===== src/design/frame_pkg.sv =====
package frame_pkg;

  localparam int TDATA_W         = 128;
  localparam int DOUT_W          = 64;
  localparam int TS_W            = 48;
  localparam int FIRST_TS_W      = 24;
  localparam int LATER_TS_W      = 24;
  localparam int ADC_W           = 12;
  localparam int THR_W           = 13;
  localparam int EXT_W           = 5;
  localparam int MAX_FRAME_BEATS = 16;
  localparam int BEAT_CNT_W      = 5;
  localparam int LEN_W           = 12;
  localparam int CH_ID_W         = 4;
  localparam int ID_W            = 8;
  // footer baseline and threshold fields are one-filled to this width
  localparam int FIELD_W         = 16;
  localparam int HDR_PAD_W       = DOUT_W - ID_W - CH_ID_W - FIRST_TS_W - LEN_W;

  localparam logic [ID_W-1:0] HEADER_ID = 8'hFF;
  localparam logic [ID_W-1:0] FOOTER_ID = 8'h0F;

  localparam int DATA_FIFO_DEPTH = 64;
  localparam int INFO_FIFO_DEPTH = 8;

  typedef logic [TDATA_W-1:0]    sample_block_t;
  typedef logic [DOUT_W-1:0]     out_word_t;
  typedef logic [TS_W-1:0]       time_stamp_t;
  typedef logic [ADC_W-1:0]      adc_t;
  typedef logic [THR_W-1:0]      threshold_t;
  typedef logic [EXT_W-1:0]      ext_len_t;
  typedef logic [BEAT_CNT_W-1:0] beat_cnt_t;
  typedef logic [LEN_W-1:0]      frame_len_t;

  // one input beat
  typedef struct packed {
    sample_block_t samples;
    time_stamp_t   time_stamp;
    adc_t          baseline;
    threshold_t    threshold;
  } acq_sample_t;

  typedef struct packed {
    out_word_t footer;
    out_word_t header;
  } frame_info_t;

  typedef enum logic {
    W_IDLE,
    W_FRAME
  } wr_state_t;

  typedef enum logic [2:0] {
    R_IDLE,
    R_POP,
    R_HEADER,
    R_DATA_HI,
    R_DATA_LO,
    R_FOOTER
  } rd_state_t;

endpackage


===== src/design/frame_serializer.sv =====
`timescale 1ns/1ps

module frame_serializer (
  input  logic                     WR_CLK,
  input  logic                     WR_RESETN,
  input  frame_pkg::rd_state_t     rd_state,
  input  frame_pkg::frame_info_t   info,
  input  frame_pkg::sample_block_t data,
  output frame_pkg::out_word_t     dout,
  output logic                     out_valid
);
  import frame_pkg::*;

  out_word_t word_d;
  logic      valid_d;

  always_comb begin
    case (rd_state)
      R_HEADER:  word_d = info.header;
      R_DATA_HI: word_d = data[TDATA_W-1 -: DOUT_W];
      R_DATA_LO: word_d = data[DOUT_W-1:0];
      default:   word_d = info.footer;
    endcase
  end

  assign valid_d = (rd_state inside {R_HEADER, R_DATA_HI, R_DATA_LO, R_FOOTER});

  always_ff @(posedge WR_CLK) begin
    dout <= word_d;
  end

  always_ff @(posedge WR_CLK) begin
    if (!WR_RESETN) begin
      out_valid <= 1'b0;
    end else begin
      out_valid <= valid_d;
    end
  end

  // a frame only ends after its footer word
  a_frame_contiguous: assert property (@(posedge WR_CLK) disable iff (!WR_RESETN)
    $fell(out_valid) |-> ($past(rd_state, 2) == R_FOOTER))
    else $error("out_valid dropped inside a frame");

endmodule


===== config.mk =====
export PLATFORM = sky130hd
export DESIGN_NAME = frame_serializer
export DESIGN_NICKNAME = d
export VERILOG_FILES = /design/src/design/frame_pkg.sv /design/src/design/frame_serializer.sv
export SDC_FILE = /design/constraint.sdc
export NUM_CORES = 1
export LEC_CHECK = 0
export ABC_CLOCK_PERIOD_IN_PS = 1500
export BUFFER_PORTS_ARGS = -buffer_cell sky130_fd_sc_hd__buf_2
export CORE_AREA = 2 2 126 128
export DETAILED_ROUTE_END_ITERATION = 12
export DIE_AREA = 0 0 128 130
export GPL_TIMING_DRIVEN = 0
export MAX_ROUTING_LAYER = met4
export SYNTH_ARGS = -nofsm -noshare
export SYNTH_HDL_FRONTEND = slang
export SYNTH_SLANG_ARGS = --single-unit

===== constraint.sdc =====
create_clock -name WR_CLK -period 1.5 [get_ports WR_CLK]
set_input_delay 0 -clock WR_CLK [delete_from_list [all_inputs] [get_ports WR_CLK]]
set_output_delay 0 -clock WR_CLK [all_outputs]
set_load 0.05 [all_outputs]

==> impl_metrics.toml <==
[global_routing]
grt_max_degree = 11
antenna_found_initial = 0
grtUsageTotal = 0.186
gr-total-overflow = 0
grt_pass1_vias = 4327
grt_pass1_wl_um = 22800

[timing]
tightest_slew_ps = 615
hold_ws_ps = 12.7
relSlewSlack = 0.589
fin_crit_ps = 1310
hold_viol = 0
final_max_slew_viol_count = 0
rsz0062_at_grt = "false"
fmax_ghz = 0.765
fin_crit_sh = 0.871
setup_violations = 0

[floorplanning]
rows = 46
core-area_um2 = 15400
die-height_um = 130
initial_core_util = 0.210
dieArea_um2 = 16600
die_x_um = 128
io_pins = 326

[run]
max_cap_violations = 0

[yosys]
ys_types = 15
synth-seq-cells = 65
avgSynthCellArea_um2 = 10.7
syn-num-nets = 564
synth_area_leaders = "dfxtp_1 40%, o22a_1 17%, o221a_2 17%"
yosysWarnings = 0
ys_seq_area_frac = 0.401
syn_area_um2 = 3240
yosysTopAreaCell = "dfxtp_1"
synth_top_area_frac = 0.401
synth_cells = 303

[worst_setup_path]
criticalPathCategory = "input pin to flop"
cp-end-kind = "flop"
cp_data_required_time_ps = 1780
cp_max_fo = 10
start_kind = "input pin"
worst_ep_arrival_time_ps = 1580

[worst_hold_path]
hp-class = "input pin to flop"

[drt]
detail_route.iter0.violations = 176
via_count = 4406
firstDrtPassIters = 4
wl_per_cell_um = 17.0
ant_nets = 0
via_per_inst = 4.74
wirelength_um = 15800
drc = 0

[placed_design]
dp.cells = 820
io_buffer_count = 325
dp.final_hpwl_um = 11500
place_congestion = 0.839

[power]
pwr-share-comb = 0.341
switching_share = 0.334
power.leakage_uw = 0.00294
pwr-share-seq = 0.327
power.switching_uw = 2000
p_int_uw = 3980
power.density_nw_per_um2 = 945
power_frac_clock = 0.333
ir_drop_mv = 0.474

[final_layout]
final_nets = 994
syn_to_final_growth_pct = 95.1
final_cells = 930
antenna_cells = 0
final_cell_mix = "344 x buf_2, 94 x dlygate4sd3_1, 65 x dfxtp_1, 64 x o22a_1, 64 x or3_1"
drive_gt1_frac = 0.560
fillCellCount = 1533
final_util = 0.410
multi_input_area_um2 = 1750
final_common_cell = "buf_2"
seq_area_um2 = 1300

[cts]
postCtsSetupRepairBufs = 0
cts_buffer_depth = 2
cts_sinks = 65
root_buffer = "clkbuf_16"
cts_resized = 0
clkTransAtPathRegs_ps = 60
numCtsBuffers = 9
tritoncts = "built"
cts_max_level = 3

[status]
status = "completed"
-- registers in the layout (all words and copies together), names as in the netlist --
register / flops
dout: 64
out_valid: 1
-- routing by layer --
metal,GRT usage,up-vias,part of all wire
met5,-,-,0
met4,0.0899,0,0.031
met3,0.0357,36,0.058
met2,0.320,218,0.51
met1,0.207,2024,0.40
li1,-,2128,-
-- Yosys cell counts --
master and number:
o221a_1 16, nand2_4 1, a21boi_0 1, or3_1 64, nor3b_4 1, o22a_1 64
buf_4 2, buf_2 19, dfxtp_1 65, buf_6 2, buf_1 1, nand2b_1 2
clkbuf_1 16, nor2b_4 1, o221a_2 48
-- power by group through the flow --
stage               clock (µW)  sequential, µW  combinational, µW
CTS                       2050            1950               2030
floorplan                    0            2650                504
global placement             0            1990               1830
finish                    1990            1950               2040
global route              2120            1970               2160
detailed placement           0            1990               1830
-- through the flow --
step           setup TNS, ps  cell area (µm²)  setup slack (ps)  total power (µW)
3_3_place_gp           -77.3             5110             -49.5              3820
5_1_grt                    0             6330               131              6250
4_1_cts                    0             6330               193              6040
3_5_place_dp               0             5110              18.6              3820
2_1_floorplan              0             3240               530              3160
6_report                   0             6330               193              5980
-- kinds of logic after synthesis --
logic type | synth area share
AOI/OAI and AO/OA | 0.397
buffers and inverters | 0.0606
DFF | 0.401
and+or+nand+nor | 0.141
-- layout make-up --
cell class / count / share of cell area
Tap cell: 192 / 0.0380
Timing Repair Buffer: 419 / 0.406
Multi-Input combinational cell: 198 / 0.276
Clock inverter: 3 / 0.00237
Sequential cell: 65 / 0.206
Clock buffer: 13 / 0.0411
Buffer: 40 / 0.0311
-- what timing repair did --
item,CTS,global route
hold buffers,94,0
endpoints found under the hold margin,65,0
endpoints found under the setup margin,0,0
-- critical path, cell delays in order --
cell,delay [ps]
buf_2,140
nor3b_4,550
or3_1,200
o221a_2,160
dlygate4sd3_1,530
-- final timing paths --
kind   startpoint                to  slack, ps  cells after the start
max   rd_state[0]  dout[55]$_DFF_P_        190                      5
min      info[64]   dout[0]$_DFF_P_         10                      3
No activity file was read; power rests on OpenSTA's default activity.
