**src/design/sync_fifo.sv**
```systemverilog
`timescale 1ns/1ps

module sync_fifo #(
  parameter int WIDTH = 8,
  parameter int DEPTH = 16
) (
  input  logic             WR_CLK,
  input  logic             WR_RESETN,
  input  logic             we,
  input  logic [WIDTH-1:0] wdata,
  input  logic             re,
  output logic [WIDTH-1:0] rdata,
  output logic             full,
  output logic             empty
);

  logic [WIDTH-1:0]             mem [DEPTH];
  logic [$clog2(DEPTH)-1:0]     wr_ptr;
  logic [$clog2(DEPTH)-1:0]     rd_ptr;
  logic [$clog2(DEPTH+1)-1:0]   count;

  always_ff @(posedge WR_CLK) begin
    if (we) begin
      mem[wr_ptr] <= wdata;
    end
  end

  always_ff @(posedge WR_CLK) begin
    if (!WR_RESETN) begin
      wr_ptr <= '0;
      rd_ptr <= '0;
      count  <= '0;
    end else begin
      if (we) begin
        wr_ptr <= (wr_ptr == DEPTH - 1) ? '0 : wr_ptr + 1'b1;
      end
      if (re) begin
        rd_ptr <= (rd_ptr == DEPTH - 1) ? '0 : rd_ptr + 1'b1;
      end
      case ({we, re})
        2'b10:   count <= count + 1'b1;
        2'b01:   count <= count - 1'b1;
        default: count <= count;
      endcase
    end
  end

  // show-ahead head entry
  assign rdata = mem[rd_ptr];
  assign full  = (count == DEPTH);
  assign empty = (count == 0);

  // the controller upstream must respect the flags
  a_no_overflow: assert property (@(posedge WR_CLK) disable iff (!WR_RESETN)
    full |-> !we)
    else $error("sync_fifo write while full");

  a_no_underflow: assert property (@(posedge WR_CLK) disable iff (!WR_RESETN)
    empty |-> !re)
    else $error("sync_fifo read while empty");

endmodule

```
**config.mk**
```make
export PLATFORM = sky130hd
export DESIGN_NAME = sync_fifo
export DESIGN_NICKNAME = d
export VERILOG_FILES = /design/src/design/sync_fifo.sv
export SDC_FILE = /design/constraint.sdc
export NUM_CORES = 1
export LEC_CHECK = 0
export ABC_CLOCK_PERIOD_IN_PS = 2900
export BUFFER_PORTS_ARGS = -buffer_cell sky130_fd_sc_hd__buf_2
export CORE_MARGIN = 1
export CORE_UTILIZATION = 65
export DETAILED_ROUTE_END_ITERATION = 8
export HOLD_SLACK_MARGIN = 0.1
export PLACE_DENSITY = 0.88
export SYNTH_ARGS = -nofsm -noshare
export SYNTH_HDL_FRONTEND = slang
export SYNTH_SLANG_ARGS = --single-unit
```
**constraint.sdc**
```tcl
create_clock -name WR_CLK -period 2.9 [get_ports WR_CLK]
set_clock_uncertainty 0.05 [all_clocks]
set_input_delay 0.29 -clock WR_CLK [delete_from_list [all_inputs] [get_ports WR_CLK]]
set_output_delay 0.29 -clock WR_CLK [all_outputs]
set_load 0.01 [all_outputs]
```
==> metrics.csv <==
stage,metric,value,unit
sta,total negative setup slack,0,ns
layout,fin area,0.00668,mm^2
power_and_ir_drop,total power,4.68,mW
setup_path,"CP delay by family, top",multiplexers,
logic_synthesis,main combinational cell family by area after synthesis,multiplexers,
min_path,Worst Hold Launch,wdata[1],
placed_design,IO Port Bufs,21,
setup_path,CP max stage cell,mux4_1,
min_path,Tightest Hold Check Type,primary input to register,
detailed_routing,drt total wl,11.6,mm
clocking,Root Driver,clkbuf_8,
die,area of the core,0.00876,mm^2
clocking,Clock Sinks,145,
die,die width,97.2,um
global_route,vias in the first global route,3182,
die,Die H,97.2,um
power_and_ir_drop,P per Cell Area,701,mW/mm^2
sta,slew margin rel.,0.387,
logic_synthesis,Synthesized Nets,338,
die,Site Rows,34,
sta,worst setup margin,0.112,ns
global_route,initial antenna violation count,0,
logic_synthesis,Synth Area in Compound Gates,0.0397,
clocking,Num CTS Buffers,17,
sta,hold slack,0.107,ns
min_path,Worst Hold Depth,1,
global_route,met1 Use GR,0.368,
detailed_routing,DRC,0,
setup_path,FF-to-FF setup slack,0.98,ns
setup_path,Crit. End Element,output port,
flow_run,Max-Cap Viols,0,
layout,ant diodes,0,
detailed_routing,vias post-DR,3105,
placed_design,HPWL Detailed,6.93,mm
detailed_routing,Post-DRT Antenna Nets,0,
logic_synthesis,Syn Inst Count,317,
placed_design,Placer Congestion,0.831,
min_path,sink of the worst hold path,mem[14][1]$_DFFE_PP_,
layout,Layout area overhead,13.3,%
clocking,H-tree levels,4,
layout,share of post-route cells with drive strength above 1,0.195,
setup_path,CP bufs+invs,2,
logic_synthesis,Synth top area share,0.652,
logic_synthesis,Syn. warnings,0,
logic_synthesis,"count leader, synth",edfxtp_1,
sta,unrepaired setup endpoints after global routing,no,
setup_path,reg2reg end,mem[11][2]$_DFFE_PP_,
logic_synthesis,Synth Register Bits,145,
global_route,pin count of the biggest net entering global routing,33,
clocking,clk_lat worst skew,0.52,ns
global_route,first-pass GRT wire length,18.0,mm
logic_synthesis,async set-reset flop share out of synthesis,0,
outcome,status,"complete, no violations",
sta,Final Cycle Share,0.961,
setup_path,FF-to-FF path depth,2,
setup_path,critical-path cell list,"buf_12, mux4_1, a22oi_1, nand2_1, buf_2",
layout,Finished Core Util,0.762,
logic_synthesis,Post-Synth Simple-Gate Area,0.0667,
logic_synthesis,Synth Area per Inst,18.6,um^2
setup_path,startpoint types,register,
detailed_routing,routed vias/inst,6.58,
logic_synthesis,Synth Flop Type,edfxtp_1,
detailed_routing,DRT Pass-1 Iters,5,
die,die area,0.00945,mm^2
sta,Max Slew Vio Count,0,
placed_design,DP Cell Count,436,
clocking,"Clk pin slew, worst setup/hold paths",0.06,ns
setup_path,CP Data Arrival Time,2.45,ns
setup_path,slowest cell delay on critical path,0.60,ns
global_route,GRT Overall Usage,0.268,
setup_path,Setup CP Type,register to output port,
die,Ports,22,
placed_design,pre-CTS setup slack,0.518,ns
setup_path,Critical Path RT,2.56,ns
detailed_routing,DR WL/cell,24.6,um
die,Starting Density,0.673,
global_route,met2 Use GR,0.428,
layout,"non-filler cells, final",472,
logic_synthesis,XOR/XNOR Fraction of Synth Area,0.00743,
logic_synthesis,share of the yosys chip area belonging to registers,0.710,
logic_synthesis,synth top area cells,"edfxtp_1, mux4_1, mux4_2",
sta,final hold violation count,0,
global_route,Top Usage Layer GRT,met2,
sta,Achievable Freq,359,MHz
layout,Final nets,373,
setup_path,worst-path fanout max,17,
clocking,CTS tree,yes,
logic_synthesis,post-synth top area cell,edfxtp_1,
setup_path,r2r startpoint,wr_ptr[3]$_SDFFE_PN0P_,
placed_design,post-placement cell area,0.00607,mm^2
logic_synthesis,Post-Synth Adder-Cell Area,0.0191,
sta,Worst-Margin Slew,0.918,ns
logic_synthesis,Post-synth EDFFs,128,
detailed_routing,initial DRC count,263,
logic_synthesis,Commonest cells post-synth,"edfxtp_1, and2_1, dfxtp_1",
sta,Tmin final,2.79,ns
power_and_ir_drop,Pleak,2.28,nW
logic_synthesis,"Cell Area, Synth",0.00589,mm^2
global_route,total congestion overflow,0,
sta,Setup Viol. Count Final,0,
global_route,grt met3 use,0.0727,
logic_synthesis,mux contribution to synthesized area,0.138,
power_and_ir_drop,worst vdd ir,0.578,mV
clocking,clk buf depth,2,
logic_synthesis,Yosys cell types,40,
[worst reg2reg max path, stage by stage, from the launching register on]
cell     delay (ns)
dfxtp_1        0.40
nor3b_1        0.53
and2_1         0.57
[report_power, final]
part | switching [mW] | internal (mW) | total [mW]
combinational | 0.161 | 0.138 | 0.298
clock | 0.823 | 1.22 | 2.04
sequential | 0.0336 | 2.31 | 2.34
[sequential cells by signal, summed over array words and instances, names as in the netlist, named ones only]
signal	cells
count	5
mem	128
wr_ptr	4
rd_ptr	4
[how the worst max path moves through the flow]
stage	startpoint	slack (ns)	depth (start not counted)	endpoint
after global routing	register	0.02	5	rdata[1]
after floorplan	we	0.90	9	count[4]$_SDFFE_PN0P_
final	register	0.11	5	rdata[1]
after CTS	register	0.11	5	rdata[1]
after global placement	we	0.68	9	count[4]$_SDFFE_PN0P_
after detailed placement	we	0.52	9	count[4]$_SDFFE_PN0P_
[layout by cell type (no fill, tap or decap), types with 5 or more instances in the layout]
cell,netlist,layout
buf_2,4,21
nor2_1,10,10
nand2_1,14,14
dlygate4sd3_1,0,5
mux4_2,16,16
dfxtp_1,17,16
o21ai_0,5,5
a22oi_1,16,16
clkbuf_16,0,16
nand3_1,5,5
a21oi_1,7,7
and2_1,19,19
edfxtp_1,128,128
mux4_1,16,16
ha_1,9,9
inv_1,5,5
[cell type report]
type,count,area (um^2)
Clock buffer,18,418
Fill cell,485,2080
Multi-Input combinational cell,154,1590
Timing Repair Buffer,29,190
Sequential cell,145,4190
Tap cell,108,135
Inverter,5,18.8
Clock inverter,13,138
[what timing repair did]
action	in CTS	in global routing
hold buffers	5	0
resized for setup	0	0
hold endpoints to repair	39	0
buffers inserted	0	0
[cell families after synthesis]
logic type / count (synthesis)
DFF: 145
xor gates and xnor gates: 5
buffers and inverters: 18
muxes: 35
AOI/OAI and AO/OA: 34
and+or+nand+nor: 71
adders and majority gates: 9
[layer usage]
layer / wire (um) / vias to the layer above
li1: - / 1363
met1: 4970 / 1603
met2: 5770 / 129
met3: 788 / 10
met4: 93 / 0
met5: 0 / -
Note: power is estimated with default switching activity, not from simulation.
