**src/design/frame_pkg.sv**
```systemverilog
package frame_pkg;

  localparam int TDATA_W         = 128;
  localparam int DOUT_W          = 64;
  localparam int TS_W            = 48;
  localparam int FIRST_TS_W      = 24;
  localparam int LATER_TS_W      = 24;
  localparam int ADC_W           = 12;
  localparam int THR_W           = 13;
  localparam int EXT_W           = 5;
  localparam int MAX_FRAME_BEATS = 16;
  localparam int BEAT_CNT_W      = 5;
  localparam int LEN_W           = 12;
  localparam int CH_ID_W         = 4;
  localparam int ID_W            = 8;
  // footer baseline and threshold fields are one-filled to this width
  localparam int FIELD_W         = 16;
  localparam int HDR_PAD_W       = DOUT_W - ID_W - CH_ID_W - FIRST_TS_W - LEN_W;

  localparam logic [ID_W-1:0] HEADER_ID = 8'hFF;
  localparam logic [ID_W-1:0] FOOTER_ID = 8'h0F;

  localparam int DATA_FIFO_DEPTH = 64;
  localparam int INFO_FIFO_DEPTH = 8;

  typedef logic [TDATA_W-1:0]    sample_block_t;
  typedef logic [DOUT_W-1:0]     out_word_t;
  typedef logic [TS_W-1:0]       time_stamp_t;
  typedef logic [ADC_W-1:0]      adc_t;
  typedef logic [THR_W-1:0]      threshold_t;
  typedef logic [EXT_W-1:0]      ext_len_t;
  typedef logic [BEAT_CNT_W-1:0] beat_cnt_t;
  typedef logic [LEN_W-1:0]      frame_len_t;

  // one input beat
  typedef struct packed {
    sample_block_t samples;
    time_stamp_t   time_stamp;
    adc_t          baseline;
    threshold_t    threshold;
  } acq_sample_t;

  typedef struct packed {
    out_word_t footer;
    out_word_t header;
  } frame_info_t;

  typedef enum logic {
    W_IDLE,
    W_FRAME
  } wr_state_t;

  typedef enum logic [2:0] {
    R_IDLE,
    R_POP,
    R_HEADER,
    R_DATA_HI,
    R_DATA_LO,
    R_FOOTER
  } rd_state_t;

endpackage

```
**src/design/trigger_stretcher.sv**
```systemverilog
`timescale 1ns/1ps

module trigger_stretcher (
  input  logic                WR_CLK,
  input  logic                WR_RESETN,
  input  frame_pkg::ext_len_t ext_len,
  input  logic                trig,
  output logic                stretched
);
  import frame_pkg::*;

  ext_len_t len_q;
  ext_len_t cnt_q;

  always_ff @(posedge WR_CLK) begin
    if (!WR_RESETN) begin
      // length is taken while in reset and held afterwards
      len_q <= ext_len;
      cnt_q <= '0;
    end else if (trig) begin
      cnt_q <= len_q;
    end else if (cnt_q != '0) begin
      cnt_q <= cnt_q - 1'b1;
    end
  end

  // tail of ext_len cycles after trig falls
  assign stretched = trig || (cnt_q != '0);

endmodule

```
**config.mk**
```make
export PLATFORM = sky130hd
export DESIGN_NAME = trigger_stretcher
export DESIGN_NICKNAME = d
export VERILOG_FILES = /design/src/design/frame_pkg.sv /design/src/design/trigger_stretcher.sv
export SDC_FILE = /design/constraint.sdc
export NUM_CORES = 1
export LEC_CHECK = 0
export BUFFER_PORTS_ARGS = -buffer_cell sky130_fd_sc_hd__buf_2
export CAP_MARGIN = 0
export CORE_AREA = 2 2 39 41
export CTS_CLUSTER_DIAMETER = 120
export CTS_CLUSTER_SIZE = 24
export DETAILED_ROUTE_END_ITERATION = 8
export DIE_AREA = 0 0 41 43
export GPL_TIMING_DRIVEN = 0
export SLEW_MARGIN = 30
export SYNTH_ARGS = -nofsm -noshare
export SYNTH_HDL_FRONTEND = slang
export SYNTH_SLANG_ARGS = --single-unit
```
**constraint.sdc**
```tcl
create_clock -name WR_CLK -period 3.3 [get_ports WR_CLK]
set_input_delay 0.495 -clock WR_CLK [delete_from_list [all_inputs] [get_ports WR_CLK]]
set_output_delay 0.495 -clock WR_CLK [all_outputs]
set_load 0.05 [all_outputs]
```
==> summary.md, run 1 <==
| Metric | Value |
|---|---|
| Status | finished clean |
| Number of diodes | 0 |
| Worst Path Arrival | 1.80 ns |
| Initial antenna violation count | 0 |
| Peak supply drop | 0.261 mV |
| Hold depth | 1 |
| Max Cap Viol | 0 |
| Pins over their slew limit | 0 |
| GR peak layer | met2 |
| CTS H-Tree Depth | 1 |
| Finished Layout Cells | 64 |
| RR Startpoint | cnt_q[0] |
| Synth unique cells | 22 |
| Post-CTS Resized | 0 |
| R2R depth | 5 |
| Clk root buf | clkbuf_4 |
| Synthesized area per cell | 11.9 um2 |
| Clock Skews | 0.00213 ns |
| Vias in the first global route | 261 |
| Final Hold Fails | 0 |
| TritonCTS Buffers | 3 |
| Setup violations, final | 0 |
| Die H | 43 um |
| Synthesis Warnings | 0 |
| Core Region | 1380 um2 |
| Post CTS Setup Buffer Count | 0 |
| Leak Pwr | 0.210 nW |
| Syn_nets | 45 |
| Crit start category | flip-flop |
| Switch share | 25.8% |
| Starting DRC count in detailed routing | 0 |
| Setup TNS | 0 ns |
| Residual DRC | 0 |
| PnR worst setup slack | 1.00 ns |
| Hold buffer count at CTS | 0 |
| Pwr Total | 0.298 mW |
| R2R Path End | cnt_q[2] |
| DR vias/cell | 4.50 |
| Area Overhead vs Synth | 20.1% |
| Critical Path End Type | primary output |
| Initial core utilization | 31.0% |
| CP max-delay cell | or3b_4 |
| Mapped Cells | 36 |
| Actual slew at the worst max-slew pin | 0.373 ns |
| Final instance area | 515 um2 |
| HPWL after detailed placement | 441 um |
| Rows | 14 |
| First-pass GRT wire length | 952 um |
| Placement Setup Slack | 1.27 ns |
| Int Pwr | 0.222 mW |
| Sink of the worst hold path | len_q[3] |
| Hold path start | ext_len[3] |
| Unrepaired setup endpoints after global routing | false |
| Most common cell after layout, fill and taps aside | buf_2 |
| Port buffer count | 8 |
| Met2 usage | 12.5% |
| Met3 Usage GRT | 1.57% |
| Die Wd | 41 um |
| Crit path max fanout | 4 |
| Routed WL per cell | 9.03 um |
| Via count | 288 |
| Gate power share | 19.9% |
| Period utilisation layout | 69.7% |
| Syn Std Cell Area | 429 um2 |
| Clock Power Share | 29.3% |
| Dpl cell area | 489 um2 |
| CTS Buffer Depth | 2 |
| Max incr delay on CP | 0.40 ns |
| Most frequent cells in the layout | buf_2 (8), dfxtp_1 (5), edfxtp_1 (5) |
| RePlAce Congestion | 0.719 |
| Yosys reg bits | 10 |
| GRT overflow | 0 |
| Max-slew headroom | 74.8% |
| Power density over the cells | 579 nW/um2 |
| Fmax | 435 MHz |
| NetSw | 0.0769 mW |
| Worst-path clk slew | 0.07 ns |
| R2R Setup Slk | 1.67 ns |
| Total track usage | 8.34% |
| Die area | 1760 um2 |
| Final ANT Viol Nets | 0 |
| Post-layout net count | 58 |
| First-pass DRT Iterations | 1 |
| WL final | 578 um |
| Worst Hold Class | input port to flip-flop |
| Crit-path cells | inv_1, ha_1, or3b_4, or3_4, buf_2 |
| Hold WS | 0.405 ns |
| Clock Sinks | 10 |
| GR Util met1 | 9.06% |
| Io pins | 9 |
| Sequential fraction of the synthesis area | 58.3% |
| Layout cells sized above 1 | 29.2% |
| Reg power frac | 50.9% |
| Clock tree from TritonCTS | yes |
| Cells after DPL | 60 |
| Fin util | 37.3% |
| Worst skew pair latency | 0.26 ns |
| Pin count of the biggest net entering global routing | 11 |
| Setup CP Type | flip-flop to primary output |
| CP Data Required Time | 2.80 ns |
| Min Tclk post-route | 2.30 ns |
-- metal layers --
layer,share of wire (%),vias up
met5,0,-
met4,0,0
met3,2.4,0
met2,51,6
met1,47,127
li1,-,155
-- Yosys cell counts --
cell	instances	area, um2
a211oi_1	1	7.51
a21oi_1	2	10.0
and3_2	1	7.51
clkbuf_1	1	3.75
dfxtp_1	5	100
edfxtp_1	5	150
ha_1	1	12.5
inv_1	3	11.3
nand2_1	2	7.51
nand2b_1	2	12.5
nand3b_1	1	7.51
nor2_1	1	3.75
nor3_1	1	5.00
nor4_1	1	6.26
nor4b_1	1	8.76
o2111a_1	1	11.3
o211a_1	1	10.0
o21ai_0	1	5.00
or3_4	1	11.3
or3b_4	1	11.3
xnor2_1	2	17.5
xor2_1	1	8.76
-- worst max-delay path by stage --
| stage | from | end | slack, ns | depth (start not counted) |
|---|---|---|---|---|
| 3_5_place_dp | cnt_q[0] | stretched | 1.27 | 5 |
| 4_1_cts | cnt_q[0] | stretched | 0.98 | 5 |
| 6_report | cnt_q[0] | stretched | 1.00 | 5 |
| 2_1_floorplan | cnt_q[0] | stretched | 1.46 | 4 |
| 5_1_grt | cnt_q[0] | stretched | 0.94 | 5 |
| 3_3_place_gp | cnt_q[0] | stretched | 1.28 | 5 |
-- cells by family after synthesis --
logic type / count (synthesis) / synth area share, %
buffers and inverters: 4 / 3.50
AOI/OAI and AO/OA: 6 / 10.2
DFF: 10 / 58.3
and+or+nand+nor: 12 / 19.0
xor gates and xnor gates: 3 / 6.12
adders and majority gates: 1 / 2.91
-- worst max-delay path: cells and delay by family (launching register included) --
kind          cells  cell delay [ns]
buf+inv           2             0.28
simple gates      2             0.75
fa+ha+maj         1             0.18
flops             1             0.33
-- sequential cells by signal (all words and copies together) (netlist names) --
signal	flops
cnt_q	5
len_q	5
-- power by group through the flow --
| stage | combinational (mW) | sequential, mW | clock (mW) |
|---|---|---|---|
| after detailed placement | 0.0601 | 0.155 | 0 |
| after global routing | 0.0658 | 0.154 | 0.0936 |
| after CTS | 0.0606 | 0.152 | 0.0910 |
| final | 0.0593 | 0.152 | 0.0873 |
| after global placement | 0.0609 | 0.155 | 0 |
| after floorplan | 0.0485 | 0.153 | 0 |
-- final cells by class --
cell class              count  area, um2
fillers                   145        868
flip-flops and latches     10        250
multi-input cells          22        164
repair buffers              8       40.0
clock buffers               4       26.3
well taps                  16       20.0
inverters                   3       11.3
plain buffers               1       3.75
No activity file was read; power rests on OpenSTA's default activity.
==> inputs of run 2 (changes only) <==
clock period = 1.9 ns   (was 3.3 ns; I/O delays follow)
==> summary.md, run 2 (synthesized netlist as in run 1, its figures left out) <==
| Metric | Value |
|---|---|
| Status | complete, but fails checks |
| Violated checks | negative setup slack |
| Cells after DPL | 60 |
| Footprint of the multi-input gates | 176 um2 |
| Setup CP Type | flip-flop to primary output |
| Leak Pwr | 0.244 nW |
| Total track usage | 10.5% |
| Hold depth | 1 |
| Period utilisation layout | 102% |
| Area Overhead vs Synth | 36.4% |
| Setup violations, final | 1 |
| HPWL after detailed placement | 441 um |
| Die H | 43 um |
| Initial antenna violation count | 0 |
| Crit start category | flip-flop |
| Final Hold Fails | 0 |
| GRT overflow | 0 |
| R2R Setup Slk | 0.23 ns |
| Starting DRC count in detailed routing | 2 |
| Clock tree from TritonCTS | yes |
| Vias in the first global route | 312 |
| Hold WS | 0.195 ns |
| Initial core utilization | 31.0% |
| WL final | 719 um |
| Routed WL per cell | 10.3 um |
| PnR worst setup slack | -0.0421 ns |
| TritonCTS Buffers | 3 |
| RePlAce Congestion | 0.719 |
| Io pins | 9 |
| Pins over their slew limit | 0 |
| Residual DRC | 0 |
| Core Region | 1380 um2 |
| Crit path max fanout | 2 |
| Clock Skews | 0.00124 ns |
| Worst skew pair latency | 0.26 ns |
| Post-layout net count | 64 |
| Via count | 310 |
| Sequential cell area | 253 um2 |
| Rows | 14 |
| R2R Path End | cnt_q[2] |
| CTS H-Tree Depth | 1 |
| Max Cap Viol | 0 |
| Filler cells | 143 |
| Worst Hold Class | input port to flip-flop |
| Largest registers | cnt_q x5, len_q x5 |
| Finished Layout Cells | 70 |
| Fmax | 515 MHz |
| Power density over the cells | 980 nW/um2 |
| Die area | 1760 um2 |
| Most frequent cells in the layout | buf_2 (7), buf_4 (6), edfxtp_1 (5) |
| Max-slew headroom | 74.5% |
| Clk root buf | clkbuf_4 |
| Min Tclk post-route | 1.94 ns |
| DR vias/cell | 4.43 |
| Hold buffer count at CTS | 0 |
| First-pass DRT Iterations | 2 |
| CP Data Required Time | 1.62 ns |
| Fin util | 42.3% |
| Worst Path Arrival | 1.66 ns |
| CTS Buffer Depth | 2 |
| Layout cells sized above 1 | 46.3% |
| Worst-path clk slew | 0.07 ns |
| R2R depth | 6 |
| Unrepaired setup endpoints after global routing | true |
| Peak supply drop | 0.481 mV |
| Sink of the worst hold path | len_q[0] |
| Critical Path End Type | primary output |
| Most common cell after layout, fill and taps aside | buf_2 |
| Actual slew at the worst max-slew pin | 0.377 ns |
| Pin count of the biggest net entering global routing | 11 |
| Die Wd | 41 um |
| Pwr Total | 0.574 mW |
| Clock Sinks | 10 |
| First-pass GRT wire length | 1190 um |
| Port buffer count | 8 |
| RR Startpoint | cnt_q[1] |
| Final ANT Viol Nets | 0 |
| Number of diodes | 0 |
| Hold path start | ext_len[0] |
[run 2: layout make-up]
type	instances	share of cell area, %
plain buffers	1	0.641
clock buffers	4	4.49
well taps	16	3.42
repair buffers	14	16.2
multi-input cells	22	30.1
inverters	3	1.92
flip-flops and latches	10	43.2
[run 2: what timing repair did]
| action | CTS | global route |
|---|---|---|
| pin swaps | 2 | 1 |
| buffers inserted | 5 | 1 |
| setup endpoints to repair | 1 | 1 |
| resized for setup | 9 | 0 |
[run 2: worst max path at each step]
stage,end,start,slack [ns],cells past startpoint
CTS,stretched,cnt_q[1],-0.07,5
detailed placement,stretched,cnt_q[0],0.08,5
global route,stretched,cnt_q[0],-0.07,5
global placement,stretched,cnt_q[0],0.09,5
finish,stretched,cnt_q[1],-0.04,5
floorplan,cnt_q[2],cnt_q[0],0.21,5
[run 2: power breakdown]
part,internal (mW),switching (mW)
Combinational,0.0909,0.0650
Clock,0.0811,0.0721
Sequential,0.251,0.0137
[run 2: layer usage]
layer,global-route usage [%],part of all wire [%],vias up
li1,-,-,166
met1,10.8,41,138
met2,17.5,57,6
met3,1.57,2.1,0
met4,8.00,0,0
met5,0,0,-
[run 2: worst max-delay path, stage by stage (launching register included)]
cell	delay (ns)
dfxtp_2	0.32
inv_2	0.06
ha_4	0.13
or3b_4	0.38
or3_4	0.35
buf_8	0.16
[run 2: through the flow]
step / TNS (ns) / area [um2] / setup slack, ns
3_3_place_gp: 0 / 489 / 0.0872
4_1_cts: -0.0717 / 578 / -0.0717
2_1_floorplan: 0 / 429 / 0.211
6_report: -0.0421 / 586 / -0.0421
3_5_place_dp: 0 / 489 / 0.0815
5_1_grt: -0.0721 / 586 / -0.0721
