--- config.mk ---
export PLATFORM = sky130hd
export DESIGN_NAME = info_builder
export DESIGN_NICKNAME = d
export VERILOG_FILES = /design/src/design/frame_pkg.sv /design/src/design/info_builder.sv
export SDC_FILE = /design/constraint.sdc
export NUM_CORES = 1
export LEC_CHECK = 0
export BUFFER_PORTS_ARGS = -buffer_cell sky130_fd_sc_hd__buf_2
export CORE_AREA = 2 2 131 133
export DETAILED_ROUTE_END_ITERATION = 8
export DIE_AREA = 0 0 133 135
export SLEW_MARGIN = 20
export SYNTH_ARGS = -nofsm -noshare
export SYNTH_HDL_FRONTEND = slang
export SYNTH_SLANG_ARGS = --single-unit
export TNS_END_PERCENT = 10
--- constraint.sdc ---
create_clock -name WR_CLK -period 2.7 [get_ports WR_CLK]
set_clock_uncertainty 0.2 [all_clocks]
set_input_delay 0.675 -clock WR_CLK [delete_from_list [all_inputs] [get_ports WR_CLK]]
set_output_delay 0.675 -clock WR_CLK [all_outputs]
set_load 0.1 [all_outputs]
--- src/design/frame_pkg.sv ---
package frame_pkg;

  localparam int TDATA_W         = 128;
  localparam int DOUT_W          = 64;
  localparam int TS_W            = 48;
  localparam int FIRST_TS_W      = 24;
  localparam int LATER_TS_W      = 24;
  localparam int ADC_W           = 12;
  localparam int THR_W           = 13;
  localparam int EXT_W           = 5;
  localparam int MAX_FRAME_BEATS = 16;
  localparam int BEAT_CNT_W      = 5;
  localparam int LEN_W           = 12;
  localparam int CH_ID_W         = 4;
  localparam int ID_W            = 8;
  // footer baseline and threshold fields are one-filled to this width
  localparam int FIELD_W         = 16;
  localparam int HDR_PAD_W       = DOUT_W - ID_W - CH_ID_W - FIRST_TS_W - LEN_W;

  localparam logic [ID_W-1:0] HEADER_ID = 8'hFF;
  localparam logic [ID_W-1:0] FOOTER_ID = 8'h0F;

  localparam int DATA_FIFO_DEPTH = 64;
  localparam int INFO_FIFO_DEPTH = 8;

  typedef logic [TDATA_W-1:0]    sample_block_t;
  typedef logic [DOUT_W-1:0]     out_word_t;
  typedef logic [TS_W-1:0]       time_stamp_t;
  typedef logic [ADC_W-1:0]      adc_t;
  typedef logic [THR_W-1:0]      threshold_t;
  typedef logic [EXT_W-1:0]      ext_len_t;
  typedef logic [BEAT_CNT_W-1:0] beat_cnt_t;
  typedef logic [LEN_W-1:0]      frame_len_t;

  // one input beat
  typedef struct packed {
    sample_block_t samples;
    time_stamp_t   time_stamp;
    adc_t          baseline;
    threshold_t    threshold;
  } acq_sample_t;

  typedef struct packed {
    out_word_t footer;
    out_word_t header;
  } frame_info_t;

  typedef enum logic {
    W_IDLE,
    W_FRAME
  } wr_state_t;

  typedef enum logic [2:0] {
    R_IDLE,
    R_POP,
    R_HEADER,
    R_DATA_HI,
    R_DATA_LO,
    R_FOOTER
  } rd_state_t;

endpackage

--- src/design/info_builder.sv ---
`timescale 1ns/1ps

module info_builder #(
  parameter logic [frame_pkg::CH_ID_W-1:0] CHANNEL_ID = '0
) (
  input  logic                   WR_CLK,
  input  logic                   WR_RESETN,
  input  frame_pkg::acq_sample_t smp,
  input  logic                   frame_start,
  input  frame_pkg::beat_cnt_t   beat_count,
  output frame_pkg::frame_info_t rec
);
  import frame_pkg::*;

  logic [FIRST_TS_W-1:0] ts_lo_q;
  logic [LATER_TS_W-1:0] ts_hi_q;
  adc_t                  baseline_q;
  threshold_t            threshold_q;
  logic [FIRST_TS_W-1:0] ts_lo;
  logic [LATER_TS_W-1:0] ts_hi;
  adc_t                  baseline;
  threshold_t            threshold;
  frame_len_t            len;

  // fields of the first beat of a frame
  always_ff @(posedge WR_CLK) begin
    if (!WR_RESETN) begin
      ts_lo_q     <= '0;
      ts_hi_q     <= '0;
      baseline_q  <= '0;
      threshold_q <= '0;
    end else if (frame_start) begin
      ts_lo_q     <= smp.time_stamp[FIRST_TS_W-1:0];
      ts_hi_q     <= smp.time_stamp[TS_W-1 -: LATER_TS_W];
      baseline_q  <= smp.baseline;
      threshold_q <= smp.threshold;
    end
  end

  // a one-beat frame closes in its own start cycle, so bypass the latch
  assign ts_lo     = frame_start ? smp.time_stamp[FIRST_TS_W-1:0] : ts_lo_q;
  assign ts_hi     = frame_start ? smp.time_stamp[TS_W-1 -: LATER_TS_W] : ts_hi_q;
  assign baseline  = frame_start ? smp.baseline : baseline_q;
  assign threshold = frame_start ? smp.threshold : threshold_q;

  // two output words per beat
  assign len = frame_len_t'({beat_count, 1'b0});

  assign rec.header = {HEADER_ID, CHANNEL_ID, ts_lo, {HDR_PAD_W{1'b0}}, len};
  assign rec.footer = {{(FIELD_W - ADC_W){1'b1}}, baseline,
                       {(FIELD_W - THR_W){1'b1}}, threshold,
                       ts_hi, FOOTER_ID};

endmodule

==> results of run 1 <==
final timing paths:
kind	start	endpoint
max	frame_start	rec[51]
min	ts_lo_q[21]	ts_lo_q[21]
max reg2reg	baseline_q[0]	baseline_q[0]
min reg2reg	ts_lo_q[21]	ts_lo_q[21]
layout make-up:
class | count | area (um2) | share of cell area (%)
Antenna cell | 1 | 2.50 | 0.0438
Clock buffer | 14 | 264 | 4.62
Clock inverter | 2 | 60.1 | 1.05
Multi-Input combinational cell | 196 | 1740 | 30.4
Sequential cell | 73 | 1460 | 25.6
Tap cell | 220 | 275 | 4.82
Timing Repair Buffer | 155 | 1910 | 33.5
cell usage after synthesis:
| cell | instances |
|---|---|
| buf_4 | 55 |
| clkbuf_1 | 7 |
| conb_1 | 2 |
| buf_12 | 7 |
| mux2_4 | 70 |
| buf_6 | 1 |
| dfxtp_1 | 73 |
| and2_4 | 3 |
| and2_1 | 70 |
| mux2_2 | 3 |
power breakdown:
part	internal (mW)	leakage (nW)	total, mW	switching (mW)
Combinational	0.544	1.95	1.70	1.15
Clock	0.861	0.157	1.32	0.458
Sequential	1.14	0.603	1.16	0.0167
routing by layer:
metal	wire length [um]	share of wire [%]
met4	133	1.7
met1	3160	40
met5	0	0
met2	3470	44
met3	1130	14
flip-flops by register name, summed over array words and instances, names as in the netlist:
| signal | cells |
|---|---|
| threshold_q | 13 |
| ts_lo_q | 24 |
| baseline_q | 12 |
| ts_hi_q | 24 |
cells by family (layout without fill, tap and decap cells):
logic type | after synthesis | in the layout | synth area share [%]
muxes | 73 | 73 | 30.1
and+or+nand+nor | 73 | 73 | 12.9
buffers and inverters | 70 | 171 | 16.4
DFF | 73 | 73 | 40.5
other | 2 | 51 | 0.208
tightest hold or removal path: cells and delay by family (launching register included):
kind / cells / cell delay [ns]
simple gates: 1 / 0.11
mux: 1 / 0.14
flops: 1 / 0.31
per-stage QoR:
step	power [mW]	cell area [um2]	cells	utilization [%]
CTS	4.25	5710	660	34.8
global route	4.33	5710	660	34.8
finish	4.18	5710	661	34.8
floorplan	2.50	3790	339	-
detailed placement	2.89	5390	644	32.8
global placement	2.88	5390	644	32.8
==> metrics.cfg, run 1 <==
[clocking]
clkSlewWorstSetupHoldPaths_ns = 0.06
root_buffer = clkbuf_16
clock_latency_ns = 0.34
holdBufCountCts = 0
clock_path_buffers = 2
post_cts_buffers = 0
cts_made_buffers = 9
clock_sinks = 73
ctsResizeCount = 0
cts_tree = built
htree_num_levels = 3

[detailed_routing]
drc_errors = 0
drt-initial-drc-count = 51
num_vias = 2312
drt_first_pass_iters = 4
postRouteAntennaNets = 0
via_per_inst = 3.50
finalWirelength_mm = 7.89
routedWlPerCell_um = 11.9

[outcome]
outcome = finished, final reports clean

[sta]
holdWs_ns = 0.385
fmax_mhz = 392
period_share_pct = 94.4
setup_viol_count_final = 0
tightestPinTransition_ns = 0.565
final.setup.worst_slack_ns = 0.152
period_minus_slack_ns = 2.55
fin_tns_setup_ns = 0
maxSlewViolCount = 0
relSlewSlack_pct = 62.3
hold_viol_final = 0
rsz0062_at_grt = false

[setup_path]
setup.worst_path.end_class = primary output
critPathArrivalTime_ns = 1.67
critPathMaxStageDelay_ns = 0.39
cp_common_cell = buf_12
r2r_slack_ns = 1.65
crit_path_top_delay_cell = mux2_2
path_buf_inv = 3
cp_top_family = buffers and inverters
crit_type = in -> out
cp_num_cells = 4
worstRegToRegCells = 2
critPathRequiredTime_ns = 1.82
start_kind = input port
crit_path_max_fanout = 24
path_cells = buf_4 > buf_12 > mux2_2 > buf_12

[pwr]
power.density_nw_per_um2 = 731
ir_drop_uv = 271
p_leak_nw = 2.71

[grt]
grt_pass1_wl_mm = 12.2
grt_busiest_layer = met2
grtUsageMet3_pct = 6.23
gr-usage-met1_pct = 9.99
grt_max_degree = 39
grt_pass1_vias = 2349
antenna_found_initial = 2
grt.met2_usage_pct = 13.0
grt_remaining_overflow = 0
grtUsageTotal_pct = 8.89

[layout]
fin_nets = 644
area_growth_pct = 58.4
final_cell_mix = 75 x buf_2, 75 x buf_12, 73 x dfxtp_1, 70 x mux2_4, 70 x and2_1
fill_cells = 1607
drive_gt1_share_pct = 55.5

[place]
port_buffers = 148
gp_congestion = 0.651
dpl.hpwl_mm = 5.94
dp_slack_ns = 0.128

[floorplanning]
start_util_pct = 22.0
die_area_um2 = 18000
dieWidth_um = 133
core_um2 = 16400
io_pins = 337
row_count = 47
die_y_um = 135

[yosys]
synth.top_cell.area_share_pct = 40.5
synth.avg_cell_area_um2 = 12.4
synth_seq_cells = 73
synthDistinctLibCells = 10
netlist_instances = 291
synth.area.top_cells = dfxtp_1 40%, mux2_4 29%, and2_1 12%, buf_4 11%, buf_12 3.9%
ys_warn_count = 0
netlist_area_um2 = 3610
synth_top_cell_by_area = dfxtp_1
seq_area_frac_synth_pct = 40.5

[hold_path]
hold_path_class = reg -> reg
whs_path_depth = 2

[flow_run]
cap_viol_max_count = 0

No activity file was read; power rests on OpenSTA's default activity.
==> inputs of run 2 (changes only) <==
CORE_AREA = 2 2 130 132   (was 2 2 131 133)
CTS_BUF_LIST = sky130_fd_sc_hd__clkbuf_4   (was default)
DIE_AREA = 0 0 132 134   (was 0 0 133 135)
==> run 2 against run 1 <==
  * Global-route usage up 0.44 points
  * Register-to-register slack lost 0.02 ns
  * Clock power shrank 39%
  * Utilization shrank 0.80 points
  * Cell count up 0.15%
==> metrics.cfg, run 2 (synthesis results as in run 1) <==
[outcome]
outcome = finished, final reports clean

[clocking]
ctsResizeCount = 0  ; unchanged
clock_sinks = 73  ; unchanged
holdBufCountCts = 0  ; unchanged
cts_tree = built
root_buffer = clkbuf_4
cts_made_buffers = 9  ; unchanged
clock_path_buffers = 2  ; unchanged
clkSlewWorstSetupHoldPaths_ns = 0.13  ; +0.07 ns
htree_num_levels = 3  ; unchanged
post_cts_buffers = 0  ; unchanged
clock_latency_ns = 0.44  ; +0.10 ns

[floorplanning]
io_pins = 337  ; unchanged
dieWidth_um = 132  ; -0.75%
die_area_um2 = 17700  ; -1.5%
core_um2 = 16300  ; -0.72%
start_util_pct = 22.2  ; +0.16 points
row_count = 47  ; unchanged
die_y_um = 134  ; -0.74%

[grt]
gr-usage-met1_pct = 11.0  ; +0.99 points
grt.met2_usage_pct = 13.3  ; +0.24 points
grtUsageMet3_pct = 5.22  ; -1.0 points
antenna_found_initial = 3  ; +1
grt_pass1_vias = 2387  ; +1.6%
grt_remaining_overflow = 0  ; unchanged
grtUsageTotal_pct = 9.32  ; +0.44 points
grt_max_degree = 48  ; +23%
grt_busiest_layer = met2
grt_pass1_wl_mm = 12.6  ; +3.5%

[setup_path]
startpoint = frame_start
crit_path_max_fanout = 18  ; -25%
setup.worst_path.end_class = primary output
r2r-start = ts_hi_q[19]
reg2reg_to = ts_hi_q[19]
r2r_slack_ns = 1.63  ; -0.02 ns
critPathArrivalTime_ns = 1.73  ; +0.06 ns
worstRegToRegCells = 2  ; unchanged
crit_type = in -> out
start_kind = input port
critPathRequiredTime_ns = 1.82  ; about the same

[detailed_routing]
drt-initial-drc-count = 39  ; -24%
drc_errors = 0  ; unchanged
drt_first_pass_iters = 3  ; -1
via_per_inst = 3.54  ; +1.2%
finalWirelength_mm = 8.07  ; +2.3%
postRouteAntennaNets = 0  ; unchanged
routedWlPerCell_um = 12.2  ; +2.1%
num_vias = 2344  ; +1.4%

[layout]
final_common_cell = buf_2
fill_cells = 1650  ; +2.7%
final_cell_mix = 77 x buf_2, 74 x buf_12, 73 x dfxtp_1, 70 x mux2_4, 70 x and2_1
largest_registers = ts_hi_q: 24 flops, ts_lo_q: 24 flops, threshold_q: 13 flops
area_growth_pct = 53.6
drive_gt1_share_pct = 55.9  ; +0.43 points
final_util_pct = 34.0  ; -0.80 points
final-seq-area_um2 = 1460  ; unchanged
diodes = 0  ; -1
multi_input_area_um2 = 1740  ; unchanged
fin_nets = 646  ; +0.31%

[hold_path]
hold_path_class = in -> reg
whs_path_depth = 3  ; +1
hold_end = ts_lo_q[23]
hp-start = smp[48]

[sta]
period_minus_slack_ns = 2.60  ; +0.0541 ns
period_share_pct = 96.4  ; +2.0 points
hold_viol_final = 0  ; unchanged
setup_viol_count_final = 0  ; unchanged
rsz0062_at_grt = false
maxSlewViolCount = 0  ; unchanged
fmax_mhz = 384  ; -2.1%
fin_tns_setup_ns = 0  ; unchanged

[place]
dpl.hpwl_mm = 6.04  ; +1.6%
gp_congestion = 0.707  ; +8.6%
port_buffers = 148  ; unchanged

[flow_run]
cap_viol_max_count = 0  ; unchanged

[pwr]
power.density_nw_per_um2 = 659  ; -9.8%
ir_drop_uv = 286  ; +5.7%
p_leak_nw = 2.64  ; -2.4%

run 2: cell type report:
type	count	share of cell area, %
Timing Repair Buffer	157	34.5
Clock buffer	12	1.63
Tap cell	220	4.97
Clock inverter	4	1.22
Multi-Input combinational cell	196	31.3
Sequential cell	73	26.4
run 2: critical path, stage by stage:
cell and delay, ns:
buf_4 0.28, buf_12 0.24, mux2_4 0.34, buf_12 0.17
run 2: worst max path at each step:
stage / to / slack [ns]
finish: rec[117] / 0.1
global route: rec[74] / 0.05
CTS: rec[74] / 0.07
detailed placement: rec[115] / 0.07
global placement: rec[74] / 0.09
floorplan: rec[100] / 0.38
run 2: stage by stage:
stage	setup slack [ns]	hold slack [ns]	instance area (um2)	std cells	power, mW
after CTS	0.0732	0.315	5540	662	3.71
after global placement	0.0884	0.360	5390	646	2.88
after detailed placement	0.0734	0.370	5390	646	2.88
final	0.0981	0.370	5540	662	3.65
after global routing	0.0460	0.331	5540	662	3.79
after floorplan	0.382	0.597	3790	339	2.50
run 2: per-layer routing:
metal,vias up,routed length (um)
met2,133,3310
li1,1122,-
met5,-,27
met4,4,212
met3,20,965
met1,1065,3550
run 2: report_power, final:
| part | leakage [nW] | switching, mW | internal (mW) |
|---|---|---|---|
| Clock | 0.0866 | 0.402 | 0.402 |
| Combinational | 1.95 | 1.15 | 0.540 |
| Sequential | 0.603 | 0.0165 | 1.14 |
| Total | 2.64 | 1.57 | 2.08 |
